--- src/source/sys_pkg.sv ---
// Address map, bus widths and register offsets shared by the peripheral bus
`default_nettype none

package sys_pkg;

	// ========================================================================
	// Bus widths
	// ========================================================================
	localparam int ADDR_W = 32;
	localparam int DATA_W = 16;
	localparam int STACK_AW = 11;

	// ========================================================================
	// Address map
	// ========================================================================
	// Stack occupies a 1 MB window, register blocks are 16 bytes each
	localparam logic [11:0] STACK_BASE_HI = 12'hFF4;
	localparam logic [27:0] LED_BASE = 28'hFFDC060;
	localparam logic [27:0] RAND_BASE = 28'hFFDC0C0;
	localparam logic [27:0] AUDIO_BASE = 28'hFFDC070;

	typedef enum logic [2:0] {
		CS_STACK,
		CS_LED,
		CS_RAND,
		CS_AUDIO,
		CS_NONE
	} cs_index;

	localparam int CS_N = 5;

	// ========================================================================
	// Peripheral constants
	// ========================================================================
	localparam int LFSR_W = 32;
	localparam logic [LFSR_W-1:0] LFSR_TAPS = 32'h8020_0003;

	localparam int AUD_BITS = 16;
	localparam int BCLK_DIV = 4;
	localparam int BCLK_W = $clog2(BCLK_DIV);
	localparam int FRAME_W = $clog2(2 * AUD_BITS);

	// Register offsets in 16-bit words, compared against address bits 3:1
	localparam logic [2:0] AUD_CTRL = 3'd0;
	localparam logic [2:0] AUD_LEFT = 3'd2;
	localparam logic [2:0] AUD_RIGHT = 3'd4;
	localparam logic [2:0] AUD_CAPT = 3'd6;
	localparam logic [2:0] RAND_LO = 3'd0;
	localparam logic [2:0] RAND_HI = 3'd2;

endpackage

`default_nettype wire
--- src/source/bus_return.sv ---
// Bus return path with LED register, short acknowledges and read data select
`timescale 1ns/10ps
`default_nettype none

module bus_return
	import sys_pkg::*;
(
	input  wire logic              cpu_clk,
	input  wire logic              rst,
	input  wire logic [CS_N-1:0]   cs_i,
	input  wire logic              cpu_stb_i,
	input  wire logic              cpu_we_i,
	input  wire logic [DATA_W-1:0] cpu_dat_i,
	input  wire logic [ADDR_W-1:0] cpu_addr_i,
	input  wire logic              stack_ack_i,
	input  wire logic [DATA_W-1:0] stack_dat_i,
	input  wire logic              rand_ack_i,
	input  wire logic [DATA_W-1:0] rand_dat_i,
	input  wire logic              audio_ack_i,
	input  wire logic [DATA_W-1:0] audio_dat_i,
	input  wire logic [7:0]        sw_i,
	input  wire logic [2:0]        btn_i,
	output logic                   cpu_ack_o,
	output logic      [DATA_W-1:0] cpu_dat_o,
	output logic      [7:0]        led_o
);

	logic led_ack, none_ack;
	logic [7:0] led_q;
	logic [CS_N-1:0] cs_q;

	always_ff @(posedge cpu_clk) begin
		if (rst) begin
			led_ack <= 1'b0;
			none_ack <= 1'b0;
			led_q <= '0;
			cs_q <= '0;
		end else begin
			led_ack <= cs_i[CS_LED] & cpu_stb_i & ~led_ack;
			none_ack <= cs_i[CS_NONE] & cpu_stb_i & ~none_ack;
			cs_q <= cs_i;
			if (cs_i[CS_LED] && cpu_stb_i && cpu_we_i && !led_ack)
				led_q <= cpu_dat_i[7:0];
		end
	end

	assign cpu_ack_o = stack_ack_i | rand_ack_i | audio_ack_i | led_ack | none_ack;

	// Unmapped reads fall through to zero
	always_comb begin
		cpu_dat_o = '0;
		if (cs_q[CS_STACK])
			cpu_dat_o = stack_dat_i;
		else if (cs_q[CS_RAND])
			cpu_dat_o = rand_dat_i;
		else if (cs_q[CS_AUDIO])
			cpu_dat_o = audio_dat_i;
		else if (cs_q[CS_LED])
			cpu_dat_o = {{(DATA_W-8){1'b0}}, sw_i};
	end

	// Buttons override the LEDs with one byte of the bus address
	assign led_o = btn_i[0] ? cpu_addr_i[23:16] :
		btn_i[1] ? cpu_addr_i[15:8] :
		btn_i[2] ? cpu_addr_i[7:0] :
		led_q;

	a_ack_single: assert property (
		@(posedge cpu_clk) disable iff (rst)
		$onehot0({stack_ack_i, rand_ack_i, audio_ack_i, led_ack, none_ack})
	);

endmodule

`default_nettype wire

--- config.mk ---
export PLATFORM = sky130hd
export DESIGN_NAME = bus_return
export DESIGN_NICKNAME = d
export VERILOG_FILES = /design/src/source/sys_pkg.sv /design/src/source/bus_return.sv
export SDC_FILE = /design/constraint.sdc
export NUM_CORES = 1
export LEC_CHECK = 0
export BUFFER_PORTS_ARGS = -buffer_cell sky130_fd_sc_hd__buf_2
export CORE_MARGIN = 1.5
export CORE_UTILIZATION = 29
export CTS_BUF_LIST = sky130_fd_sc_hd__clkbuf_16
export DETAILED_ROUTE_END_ITERATION = 8
export PLACE_DENSITY = 0.79
export SYNTH_ARGS = -nofsm -noshare
export SYNTH_HDL_FRONTEND = slang
export SYNTH_SLANG_ARGS = --single-unit
--- constraint.sdc ---
create_clock -name cpu_clk -period 1.38 [get_ports cpu_clk]
set_clock_uncertainty 0.2 [all_clocks]
set_input_delay 0.207 -clock cpu_clk [delete_from_list [all_inputs] [get_ports cpu_clk]]
set_output_delay 0.207 -clock cpu_clk [all_outputs]
set_load 0.05 [all_outputs]
# == Yosys cells after proc, flatten, opt, wreduce, memory -nomap -nowiden ==
# Index checks and enable logic that the tools add are counted.
# totals
ff_bits,14
in_bits,119
output_inout_bits,25
elab_cells,25
# classes
n_mux,7
bitwise_logic,10
reduce_logical,4
# op_table
operator,count
two-way mux 16 bit,3
two-way mux 8 bit,4
AND 1 bit,4
OR 1 bit,4
logical AND 1 bit,3
NOT 1 bit,2
logical NOT 1 bit,1

# == Longest topological paths before layout ==
# Gate-level depths: netlist of run 1.
# logic_depth
word_depth,4
depth_mapped,4
ltp_nobuf,3

# == Worst setup path before layout of run 1 ==
# OpenSTA, ideal clock, no wires.
# synth_path
path_type,register to output
startpoint,reg cs_q[2]
endpoint,out cpu_dat_o[10]
t_arrival_ns,1.880
t_required_ns,0.973
setup_slack_ns,-0.907
path_stages_with_launch,5
n_path_buf,2
path_cell_list,dfxtp_1 > buf_6 > clkbuf_1 > a22oi_1 > o21ai_0
# synth_between
elab_chain_cells,2
# synth_lines
element,line_no,source
"start, declared",bus_return.sv:30,logic [CS_N-1:0] cs_q;
"start signal, assigned",bus_return.sv:41,cs_q <= cs_i;
two-way mux 16 bit,bus_return.sv:54,else if (cs_q[CS_RAND])
two-way mux 16 bit,bus_return.sv:52,if (cs_q[CS_STACK])
"end, declared",bus_return.sv:24,"output logic [DATA_W-1:0] cpu_dat_o,"
# Every way passes these cells.

# == Worst setup path in the final report of run 1 ==
# layout_path
startpoint,reg cs_q[2]
endpoint,out cpu_dat_o[5]
# Same word-level chain as after synthesis.

==> results of run 1 <==
power by group through the flow:
stage,sequential [W],combinational (W),clock [W]
6_report,0.000437,0.00103,0.000542
5_1_grt,0.000440,0.00108,0.000565
4_1_cts,0.000439,0.00102,0.000542
3_5_place_dp,0.000444,0.000899,0
3_3_place_gp,0.000444,0.000882,0
2_1_floorplan,0.000438,0.000627,0
how the worst min path moves through the flow:
stage	endpoint	start	depth (start not counted)
detailed placement	cs_q[3]$_SDFF_PP0_	cs_i[3]	2
floorplan	cs_q[0]$_SDFF_PP0_	rst	1
CTS	led_q[1]$_SDFFE_PP0P_	cpu_dat_i[1]	3
global route	led_q[5]$_SDFFE_PP0P_	cpu_dat_i[5]	3
finish	led_q[2]$_SDFFE_PP0P_	cpu_dat_i[2]	3
global placement	none_ack$_SDFF_PP0_	none_ack$_SDFF_PP0_	1
layer usage:
metal,vias up,part of all wire,GRT usage,routed length [um]
met2,55,0.58,0.427,2640
met1,792,0.37,0.219,1710
met5,-,0,0,0
met4,0,0.011,0.0587,51
met3,6,0.040,0.0187,185
li1,852,-,-,-
through the flow:
step                      power, W  std cells  setup TNS [ns]  worst slack (ns)  instance area, um^2
final                      0.00200        348           -8.23            -0.427                 2740
after detailed placement   0.00134        341           -6.70            -0.344                 2400
after floorplan            0.00106        161           -3.39            -0.263                 1640
after global routing       0.00208        348           -9.39            -0.482                 2740
after CTS                  0.00200        348           -8.37            -0.431                 2710
after global placement     0.00133        341           -6.17            -0.308                 2400
sequential cells by signal (all words and copies together), names as in the netlist:
register  count
led_q         8
cs_q          4
led_ack       1
none_ack      1
layout by cell type, fill, tap and decap left out, drive strengths merged:
cell	instances
nor3	1
buf	144
nand3b	8
mux2i	8
nor4bb	2
dfxtp	14
and3b	2
nand2	41
nor3b	1
nand4b	1
a22oi	6
a21oi	18
and4b	1
mux2	8
nor2b	5
nor2	1
a32oi	8
clkinv	1
inv	8
o21ai	16
dlygate4sd3	3
clkbuf	3
area by class of cell:
| cell class | instances | area [um^2] | area share |
|---|---|---|---|
| inverter | 8 | 30.0 | 0.0110 |
| clock buffer | 3 | 75.1 | 0.0274 |
| clock inverter | 1 | 3.75 | 0.00137 |
| multi-input combinational | 127 | 1300 | 0.475 |
| timing repair buffer | 147 | 975 | 0.356 |
| tap | 48 | 60.1 | 0.0219 |
| sequential | 14 | 295 | 0.108 |
synth_stat cells (all sizes together) (6+ instances only):
cell type | n | share of area
a21oi | 18 | 0.078
a22oi | 6 | 0.039
a32oi | 8 | 0.061
buf | 7 | 0.035
dfxtp | 14 | 0.24
inv | 8 | 0.026
mux2 | 8 | 0.078
mux2i | 8 | 0.069
nand2 | 41 | 0.13
nand3b | 8 | 0.052
o21ai | 16 | 0.069
worst max-delay path: cells and delay by family (launching register included):
kind	cells	cell delay, ns
buffers and inverters	2	0.37
AND/OR/NAND/NOR	1	0.18
flip-flops	1	0.36
AO/OA/AOI/OAI	2	0.25
what timing repair did:
action                                  in CTS  in global routing
hold endpoints to repair                     3                  0
hold buffers                                 3                  0
endpoints found under the setup margin      25                 24
gates cloned                                 0                  0
pin swaps                                   13                  4
resized for setup                           66                  8
logic make-up after synthesis:
group	count (synthesis)	share of synthesized area
compound gates	48	0.247
buf+inv	20	0.0770
flops	14	0.243
mux	16	0.148
simple gates	63	0.285
==> out/results.ini, run 1 <==
[floorplan]
die_area_um2=4370
die_w_um=66.1
initial_core_util=0.308
fp-row-count=22
dieHeight_um=66.1
coreArea_um2=3740
io_pins=144

[power]
power_switching_w=0.000727
total_leakage_power_nw=1.20
p_per_area_nw_per_um2=731
pwr-share-comb=0.512
clock_power_share=0.270
seqPwrFrac=0.218
p_int_w=0.00128
ir_drop_mv=0.572
p_sw_frac=0.363

[clock_tree]
cts.sinks=14
clk_pin_slew_worst_paths_ns=0.05
numCtsBuffers=3
cts_tree=yes
clk_latency_ns=0.24
clockBufferDepth=2
cts_max_level=1
clock_tree.root_cell=clkbuf_16
post_cts_buffers=0

[placed_design]
gp_congestion=0.778
port_buffers=127
dp_hpwl_um=3640

[status]
violations=negative setup slack
status=finished, violations left

[sta]
fin_crit_sh=1.31
setup_slack_ns=-0.427
relSlewSlack=0.678
max_freq_mhz=553
finalWorstPathRequiredPeriod_ns=1.81
whs_ns=0.00179
drv_slew=0
setup_viol_count_final=24
finalHoldViolations=0
rsz0062_at_grt=true
tightestPinTransition_ns=0.482

[global_routing]
antenna_found_initial=0
grt_max_degree=18
grt_pass1_wl_um=7180
grt_pass1_vias=1741
grt.total_usage=0.208
grt_overflow=0

[setup_path]
worstSetupPathType=reg2out
path_max_fanout=8
slowest_delay_ns=0.36
cp_common_cell=buf_6
r2r_setup_slack_ns=0.14
reg2reg_depth=3
critPathArrivalTime_ns=1.40
slowest_stage=dfxtp_4
r2r_start=led_ack$_SDFF_PP0_
r2r-end=led_q[3]$_SDFFE_PP0P_
worstSetupEndpointType=primary output
start_kind=flop
crit_chain=nor3b_4, buf_6, a21oi_2, a32oi_4, buf_6
endpoint=cpu_dat_o[5]
cp_data_required_time_ns=0.97
cp-startpoint=cs_q[2]$_SDFF_PP0_

[run]
maxCapViolCount=0

[cells_and_area]
diodes=0
drive_gt1_frac=0.707
nFillCells=286
fin_nets=420
post-route-util=0.732
syn_to_final_growth_pct=138

[hold_path]
hold_class=in2reg

[synthesis]
ys_types=22
synth-edff-count=0
async_reset_ff_frac=0
syn-num-nets=280
synth.cell_area_um2=1150
yosys_warnings=0
ys_ff_latch=14
syn_inst=161
yosysSeqAreaShare=0.243
ys.flop_type=dfxtp_1
avgSynthCellArea_um2=7.17

[route]
drc=0
postRouteAntennaNets=0
wl_per_cell_um=13.2
wirelength_um=4590
drtIter0Drc=43
vias=1705
via_per_inst=4.90
drtPass1Iterations=4

Power figures use the tool's default switching activity.
==> inputs of run 2 (changes only) <==
--- a/config.mk
+++ b/config.mk
@@ -6,7 +6,6 @@
 export NUM_CORES = 1
 export LEC_CHECK = 0
 export BUFFER_PORTS_ARGS = -buffer_cell sky130_fd_sc_hd__buf_2
-export CORE_MARGIN = 1.5
 export CORE_UTILIZATION = 29
 export CTS_BUF_LIST = sky130_fd_sc_hd__clkbuf_16
 export DETAILED_ROUTE_END_ITERATION = 8
==> run 2 against run 1 <==
Core utilization increased by 1.2 points. Worst setup slack got worse by 0.055 ns. The flow finishes with violations (negative hold slack, negative setup slack). Highest routed layer unchanged. Register-to-register slack about the same. Critical path depth unchanged.
==> out/results.ini, run 2 (synthesized netlist as in run 1, its figures left out) <==
[floorplan]
dieHeight_um=65.1  ; was 66.1 um
initial_core_util=0.308  ; unchanged
coreArea_um2=3740  ; unchanged
io_pins=144  ; unchanged
fp-row-count=22  ; unchanged
die_area_um2=4230  ; was 4370 um^2
die_w_um=65.1  ; was 66.1 um

[route]
postRouteAntennaNets=0  ; unchanged
vias=1698  ; was 1,705
drtIter0Drc=37  ; was 43
wl_per_cell_um=13.0  ; was 13.2 um
via_per_inst=4.81  ; was 4.90
drc=0  ; unchanged
drtPass1Iterations=4  ; unchanged
wirelength_um=4580  ; was 4590 um

[power]
p_int_w=0.00129  ; was 0.00128 W
total_leakage_power_nw=1.22  ; was 1.20 nW
ir_drop_mv=0.626  ; was 0.572 mV
power_switching_w=0.000730  ; was 0.000727 W
p_sw_frac=0.362  ; was 0.363
clock_power_share=0.268  ; was 0.270
power_w=0.00202  ; was 0.00200 W
pwr-share-comb=0.515  ; was 0.512
p_per_area_nw_per_um2=724  ; was 731 nW/um^2
seqPwrFrac=0.216  ; was 0.218

[cells_and_area]
drive_gt1_frac=0.705  ; was 0.707
largest_reg_flops=8  ; unchanged
syn_to_final_growth_pct=142  ; was 138%
fin_area_um2=2790  ; was 2740 um^2
instances_no_fill=353  ; was 348
final_common_cell=buf_2  ; unchanged
diodes=0  ; unchanged
final_cell_mix=buf_2, nand2_1, buf_6  ; unchanged
fin_nets=425  ; was 420
largest_register=led_q  ; unchanged
biggestRegsByFlops=led_q: 8 flops, cs_q: 4 flops  ; unchanged

[setup_path]
path_max_fanout=7  ; was 8
cp_data_required_time_ns=0.97  ; about the same
cp_common_cell=buf_6  ; unchanged
worstSetupEndpointType=primary output  ; unchanged
critPathArrivalTime_ns=1.46  ; was 1.40 ns
worstSetupPathType=reg2out  ; unchanged
slowest_stage=dfxtp_4  ; unchanged
crit_chain=nor3b_4, buf_6, a21oi_1, a32oi_4, buf_6  ; was nor3b_4, buf_6, a21oi_2, a32oi_4, buf_6
r2r_setup_slack_ns=0.14  ; about the same
start_kind=flop  ; unchanged
slowest_delay_ns=0.36  ; about the same

[run]
maxCapViolCount=0  ; unchanged

[sta]
rsz0062_at_grt=true  ; unchanged
setup_viol_count_final=24  ; unchanged
drv_slew=0  ; unchanged
whs_ns=-0.000358  ; was 0.00179 ns
finalHoldViolations=1  ; was 0
max_freq_mhz=537  ; was 553 MHz
tightestPinTransition_ns=0.484  ; was 0.482 ns
fin_crit_sh=1.35  ; was 1.31
finalWorstPathRequiredPeriod_ns=1.86  ; was 1.81 ns
setup_slack_ns=-0.482  ; was -0.427 ns
relSlewSlack=0.677  ; was 0.678

[status]
status=finished, violations left  ; unchanged
violations=negative hold slack, negative setup slack  ; was negative setup slack

[clock_tree]
clk_latency_ns=0.24  ; about the same
cts.sinks=14  ; unchanged
cts_tree=yes  ; unchanged
cts_max_level=1  ; unchanged
clk_pin_slew_worst_paths_ns=0.05  ; about the same
clock_tree.root_cell=clkbuf_16  ; unchanged
numCtsBuffers=3  ; unchanged
clockBufferDepth=2  ; unchanged

[global_routing]
grt_pass1_wl_um=7130  ; was 7180 um
antenna_found_initial=0  ; unchanged
grt.total_usage=0.214  ; was 0.208
grt_max_degree=19  ; was 18
grt_pass1_vias=1713  ; was 1,741
grt_overflow=0  ; unchanged

[placed_design]
port_buffers=127  ; unchanged
dpl.cell_count=344  ; was 341
gp_congestion=0.737  ; was 0.778
placed_cell_area_um2=2420  ; was 2400 um^2
dp_hpwl_um=3540  ; was 3640 um

[hold_path]
hold_class=in2reg  ; unchanged

-- run 2: cell count changes in the layout (fill, tap and decap cells not counted) --
cell | previous run | this run
a22oi_1 | 2 | 1
dfxtp_1 | 4 | 5
a21oi_2 | 10 | 8
nor3_2 | 0 | 1
a22oi_2 | 4 | 5
dlygate4sd3_1 | 3 | 4
a21oi_1 | 8 | 10
dfxtp_2 | 9 | 8
buf_4 | 15 | 18
nor3_1 | 1 | 0
buf_6 | 25 | 26
-- run 2: what timing repair did --
item / 4_1_cts / 5_1_grt
buffers inserted: 0 / 1
pin swaps: 10 / 2
endpoints found under the setup margin: 25 / 24
hold buffers: 4 / 0
gates cloned: 0 / 0
endpoints found under the hold margin: 4 / 0
resized for setup: 69 / 6
-- run 2: path summary, 6_finish.rpt --
path                       startpoint                     to  depth (start not counted)
setup / recovery   cs_q[2]$_SDFF_PP0_           cpu_dat_o[5]                          5
hold / removal           cpu_dat_i[2]  led_q[2]$_SDFFE_PP0P_                          3
setup reg to reg   led_ack$_SDFF_PP0_  led_q[5]$_SDFFE_PP0P_                          3
hold reg to reg   none_ack$_SDFF_PP0_    none_ack$_SDFF_PP0_                          1
-- run 2: final cells by class --
cell class              count  area (um^2)
repair buffers            152         1020
inverters                   8         30.0
multi-input cells         127         1310
flip-flops and latches     14          294
well taps                  48         60.1
clock buffers               3         75.1
fillers                   271          957
clock inverters             1         3.75
-- run 2: stage by stage --
stage,worst slack (ns),utilization,hold WS [ns],setup TNS [ns]
3_5_place_dp,-0.372,0.646,0.216,-7.00
4_1_cts,-0.476,0.738,0.00250,-8.44
2_1_floorplan,-0.263,-,0.0786,-3.39
5_1_grt,-0.526,0.744,0.0119,-9.58
3_3_place_gp,-0.333,0.646,0.216,-6.35
6_report,-0.482,0.744,-0.000358,-8.22
-- run 2: critical path: cells and delay by family, from the launching register on --
| family | cells | cell delay, ns |
|---|---|---|
| simple gates | 1 | 0.20 |
| compound gates | 2 | 0.29 |
| flops | 1 | 0.36 |
| buf+inv | 2 | 0.35 |
-- run 2: power groups by stage --
stage	registers, W	clock network (W)	logic [W]
final	0.000436	0.000542	0.00104
after global routing	0.000438	0.000579	0.00109
after CTS	0.000437	0.000550	0.00103
after detailed placement	0.000444	0	0.000906
after global placement	0.000443	0	0.000890
after floorplan	0.000438	0	0.000627
-- run 2: layer usage --
metal / share of wire / wire [um] / vias up / GRT usage
li1: - / - / 860 / -
met1: 0.38 / 1740 / 762 / 0.231
met2: 0.56 / 2550 / 67 / 0.428
met3: 0.048 / 222 / 9 / 0.0264
met4: 0.015 / 68 / 0 / 0.0516
met5: 0 / 0 / - / 0
==> inputs of run 3 (changes only) <==
--- a/config.mk
+++ b/config.mk
@@ -9,7 +9,7 @@
 export CORE_UTILIZATION = 29
 export CTS_BUF_LIST = sky130_fd_sc_hd__clkbuf_16
 export DETAILED_ROUTE_END_ITERATION = 8
-export PLACE_DENSITY = 0.79
+export PLACE_DENSITY = 0.84
 export SYNTH_ARGS = -nofsm -noshare
 export SYNTH_HDL_FRONTEND = slang
 export SYNTH_SLANG_ARGS = --single-unit
==> run 3 against run 2 <==
The run ends with negative setup slack left. Core utilization rose by 0.87 points. First-iteration DRC count decreased by 41%. Critical endpoint is now cpu_dat_o[6]. Non-clock buffer count is 2 higher. Routed wire length increased by 10%. Worst setup slack lost 0.053 ns. Sequential share of layout area rose by 0.056 points. Cell area rose by 1.2%. Flip-flop and latch count is the same. Sequential power grew 2%.
==> out/results.ini, run 3 (synthesized netlist as in run 1, its figures left out) <==
[setup_path]
worstSetupEndpointType=primary output  ; unchanged
critPathArrivalTime_ns=1.51  ; was 1.46 ns
cp_data_required_time_ns=0.97  ; about the same
start_kind=flop  ; unchanged
worstSetupPathType=reg2out  ; unchanged
path_max_fanout=4  ; was 7

[sta]
rsz0062_at_grt=true  ; unchanged
setup_viol_count_final=24  ; unchanged
whs_ns=0.00284  ; was -0.000358 ns
tightestPinTransition_ns=0.477  ; was 0.484 ns
drv_slew=0  ; unchanged
fin_tns_setup_ns=-9.06  ; was -8.22 ns
finalWorstPathRequiredPeriod_ns=1.91  ; was 1.86 ns
setup_slack_ns=-0.535  ; was -0.482 ns
max_freq_mhz=522  ; was 537 MHz
finalHoldViolations=0  ; was 1
relSlewSlack=0.682  ; was 0.677
fin_crit_sh=1.39  ; was 1.35

[placed_design]
dp_hpwl_um=3700  ; was 3540 um
gp_congestion=0.759  ; was 0.737
port_buffers=127  ; unchanged
pre_cts_slack_ns=-0.365  ; was -0.372 ns

[global_routing]
grt_overflow=0  ; unchanged
grt_pass1_vias=1800  ; was 1,713
grt_max_degree=18  ; was 19
grt_pass1_wl_um=7800  ; was 7130 um
grt.total_usage=0.241  ; was 0.214
antenna_found_initial=0  ; unchanged

[route]
via_per_inst=4.95  ; was 4.81
vias=1757  ; was 1,698
wirelength_um=5040  ; was 4580 um
wl_per_cell_um=14.2  ; was 13.0 um
drtPass1Iterations=4  ; unchanged
postRouteAntennaNets=0  ; unchanged
drc=0  ; unchanged
drtIter0Drc=22  ; was 37

[cells_and_area]
final_common_cell=buf_2  ; unchanged
fin_nets=427  ; was 425
syn_to_final_growth_pct=144  ; was 142%
largest_reg_flops=8  ; unchanged
diodes=0  ; unchanged
final_cell_mix=buf_2, nand2_1, buf_6  ; unchanged
drive_gt1_frac=0.710  ; was 0.705
post-route-util=0.753  ; was 0.744
nFillCells=273  ; was 271
largest_register=led_q  ; unchanged
biggestRegsByFlops=led_q: 8 flops, cs_q: 4 flops  ; unchanged

[floorplan]
io_pins=144  ; unchanged
dieHeight_um=65.1  ; unchanged
die_w_um=65.1  ; unchanged
initial_core_util=0.308  ; unchanged
die_area_um2=4230  ; unchanged
fp-row-count=22  ; unchanged
coreArea_um2=3740  ; unchanged

[clock_tree]
cts.sinks=14  ; unchanged
clk_latency_ns=0.24  ; about the same
clockBufferDepth=2  ; unchanged
clk_pin_slew_worst_paths_ns=0.05  ; about the same
clock_tree.root_cell=clkbuf_16  ; unchanged
numCtsBuffers=3  ; unchanged
cts_tree=yes  ; unchanged
cts_max_level=1  ; unchanged

[run]
maxCapViolCount=0  ; unchanged

[power]
ir_drop_mv=0.914  ; was 0.626 mV
power_w=0.00203  ; was 0.00202 W
p_per_area_nw_per_um2=722  ; was 724 nW/um^2
total_leakage_power_nw=1.24  ; was 1.22 nW

[hold_path]
hold_class=in2reg  ; unchanged

[status]
violations=negative setup slack  ; was negative hold slack, negative setup slack
status=finished, violations left  ; unchanged

## run 3: cell count changes in the layout (fill, tap and decap cells not counted), sizes merged
| cell | before | now |
|---|---|---|
| buf | 148 | 152 |
| dlygate4sd3 | 4 | 2 |
## run 3: layout make-up
cell class              count  area, um^2  share of cell area
multi-input cells         127        1310               0.463
well taps                  48        60.1              0.0213
repair buffers            154        1050               0.371
flip-flops and latches     14         299               0.106
clock inverters             1        3.75             0.00133
clock buffers               3        75.1              0.0266
inverters                   8        30.0              0.0107
## run 3: routing by layer
metal	track usage	routed length [um]	up-vias
met5	0	0	-
met2	0.486	2880	71
met1	0.245	1800	802
met3	0.0211	193	18
met4	0.109	170	0
li1	-	-	866
## run 3: timing repair
item | CTS | global route
hold endpoints to repair | 2 | 0
resized for setup | 80 | 4
hold buffers | 2 | 0
setup buffers | 1 | 1
pin swaps | 11 | 1
endpoints found under the setup margin | 25 | 24
## run 3: power breakdown
part	internal [W]	switching, W
combinational	0.000489	0.000560
clock	0.000383	0.000160
sequential	0.000422	0.0000208
## run 3: critical path, cell delays in order, from the launching register on
cell and delay, ns:
dfxtp_2 0.32, buf_6 0.11, nor3b_4 0.19, buf_6 0.15, a21oi_1 0.10, a32oi_4 0.20
buf_6 0.19
## run 3: stage by stage
step	cell area (um^2)	cells
after floorplan	1640	161
after global placement	2430	347
after detailed placement	2430	347
after CTS	2800	354
after global routing	2820	355
final	2820	355
## run 3: path summary, 6_finish.rpt
check	startpoint	end	slack, ns	cells past startpoint
max	cs_q[2]$_SDFF_PP0_	cpu_dat_o[6]	-0.53	6
min reg2reg	none_ack$_SDFF_PP0_	none_ack$_SDFF_PP0_	0.24	1
max reg2reg	led_ack$_SDFF_PP0_	led_q[2]$_SDFFE_PP0P_	0.10	3
min	cpu_dat_i[7]	led_q[7]$_SDFFE_PP0P_	0.003	3
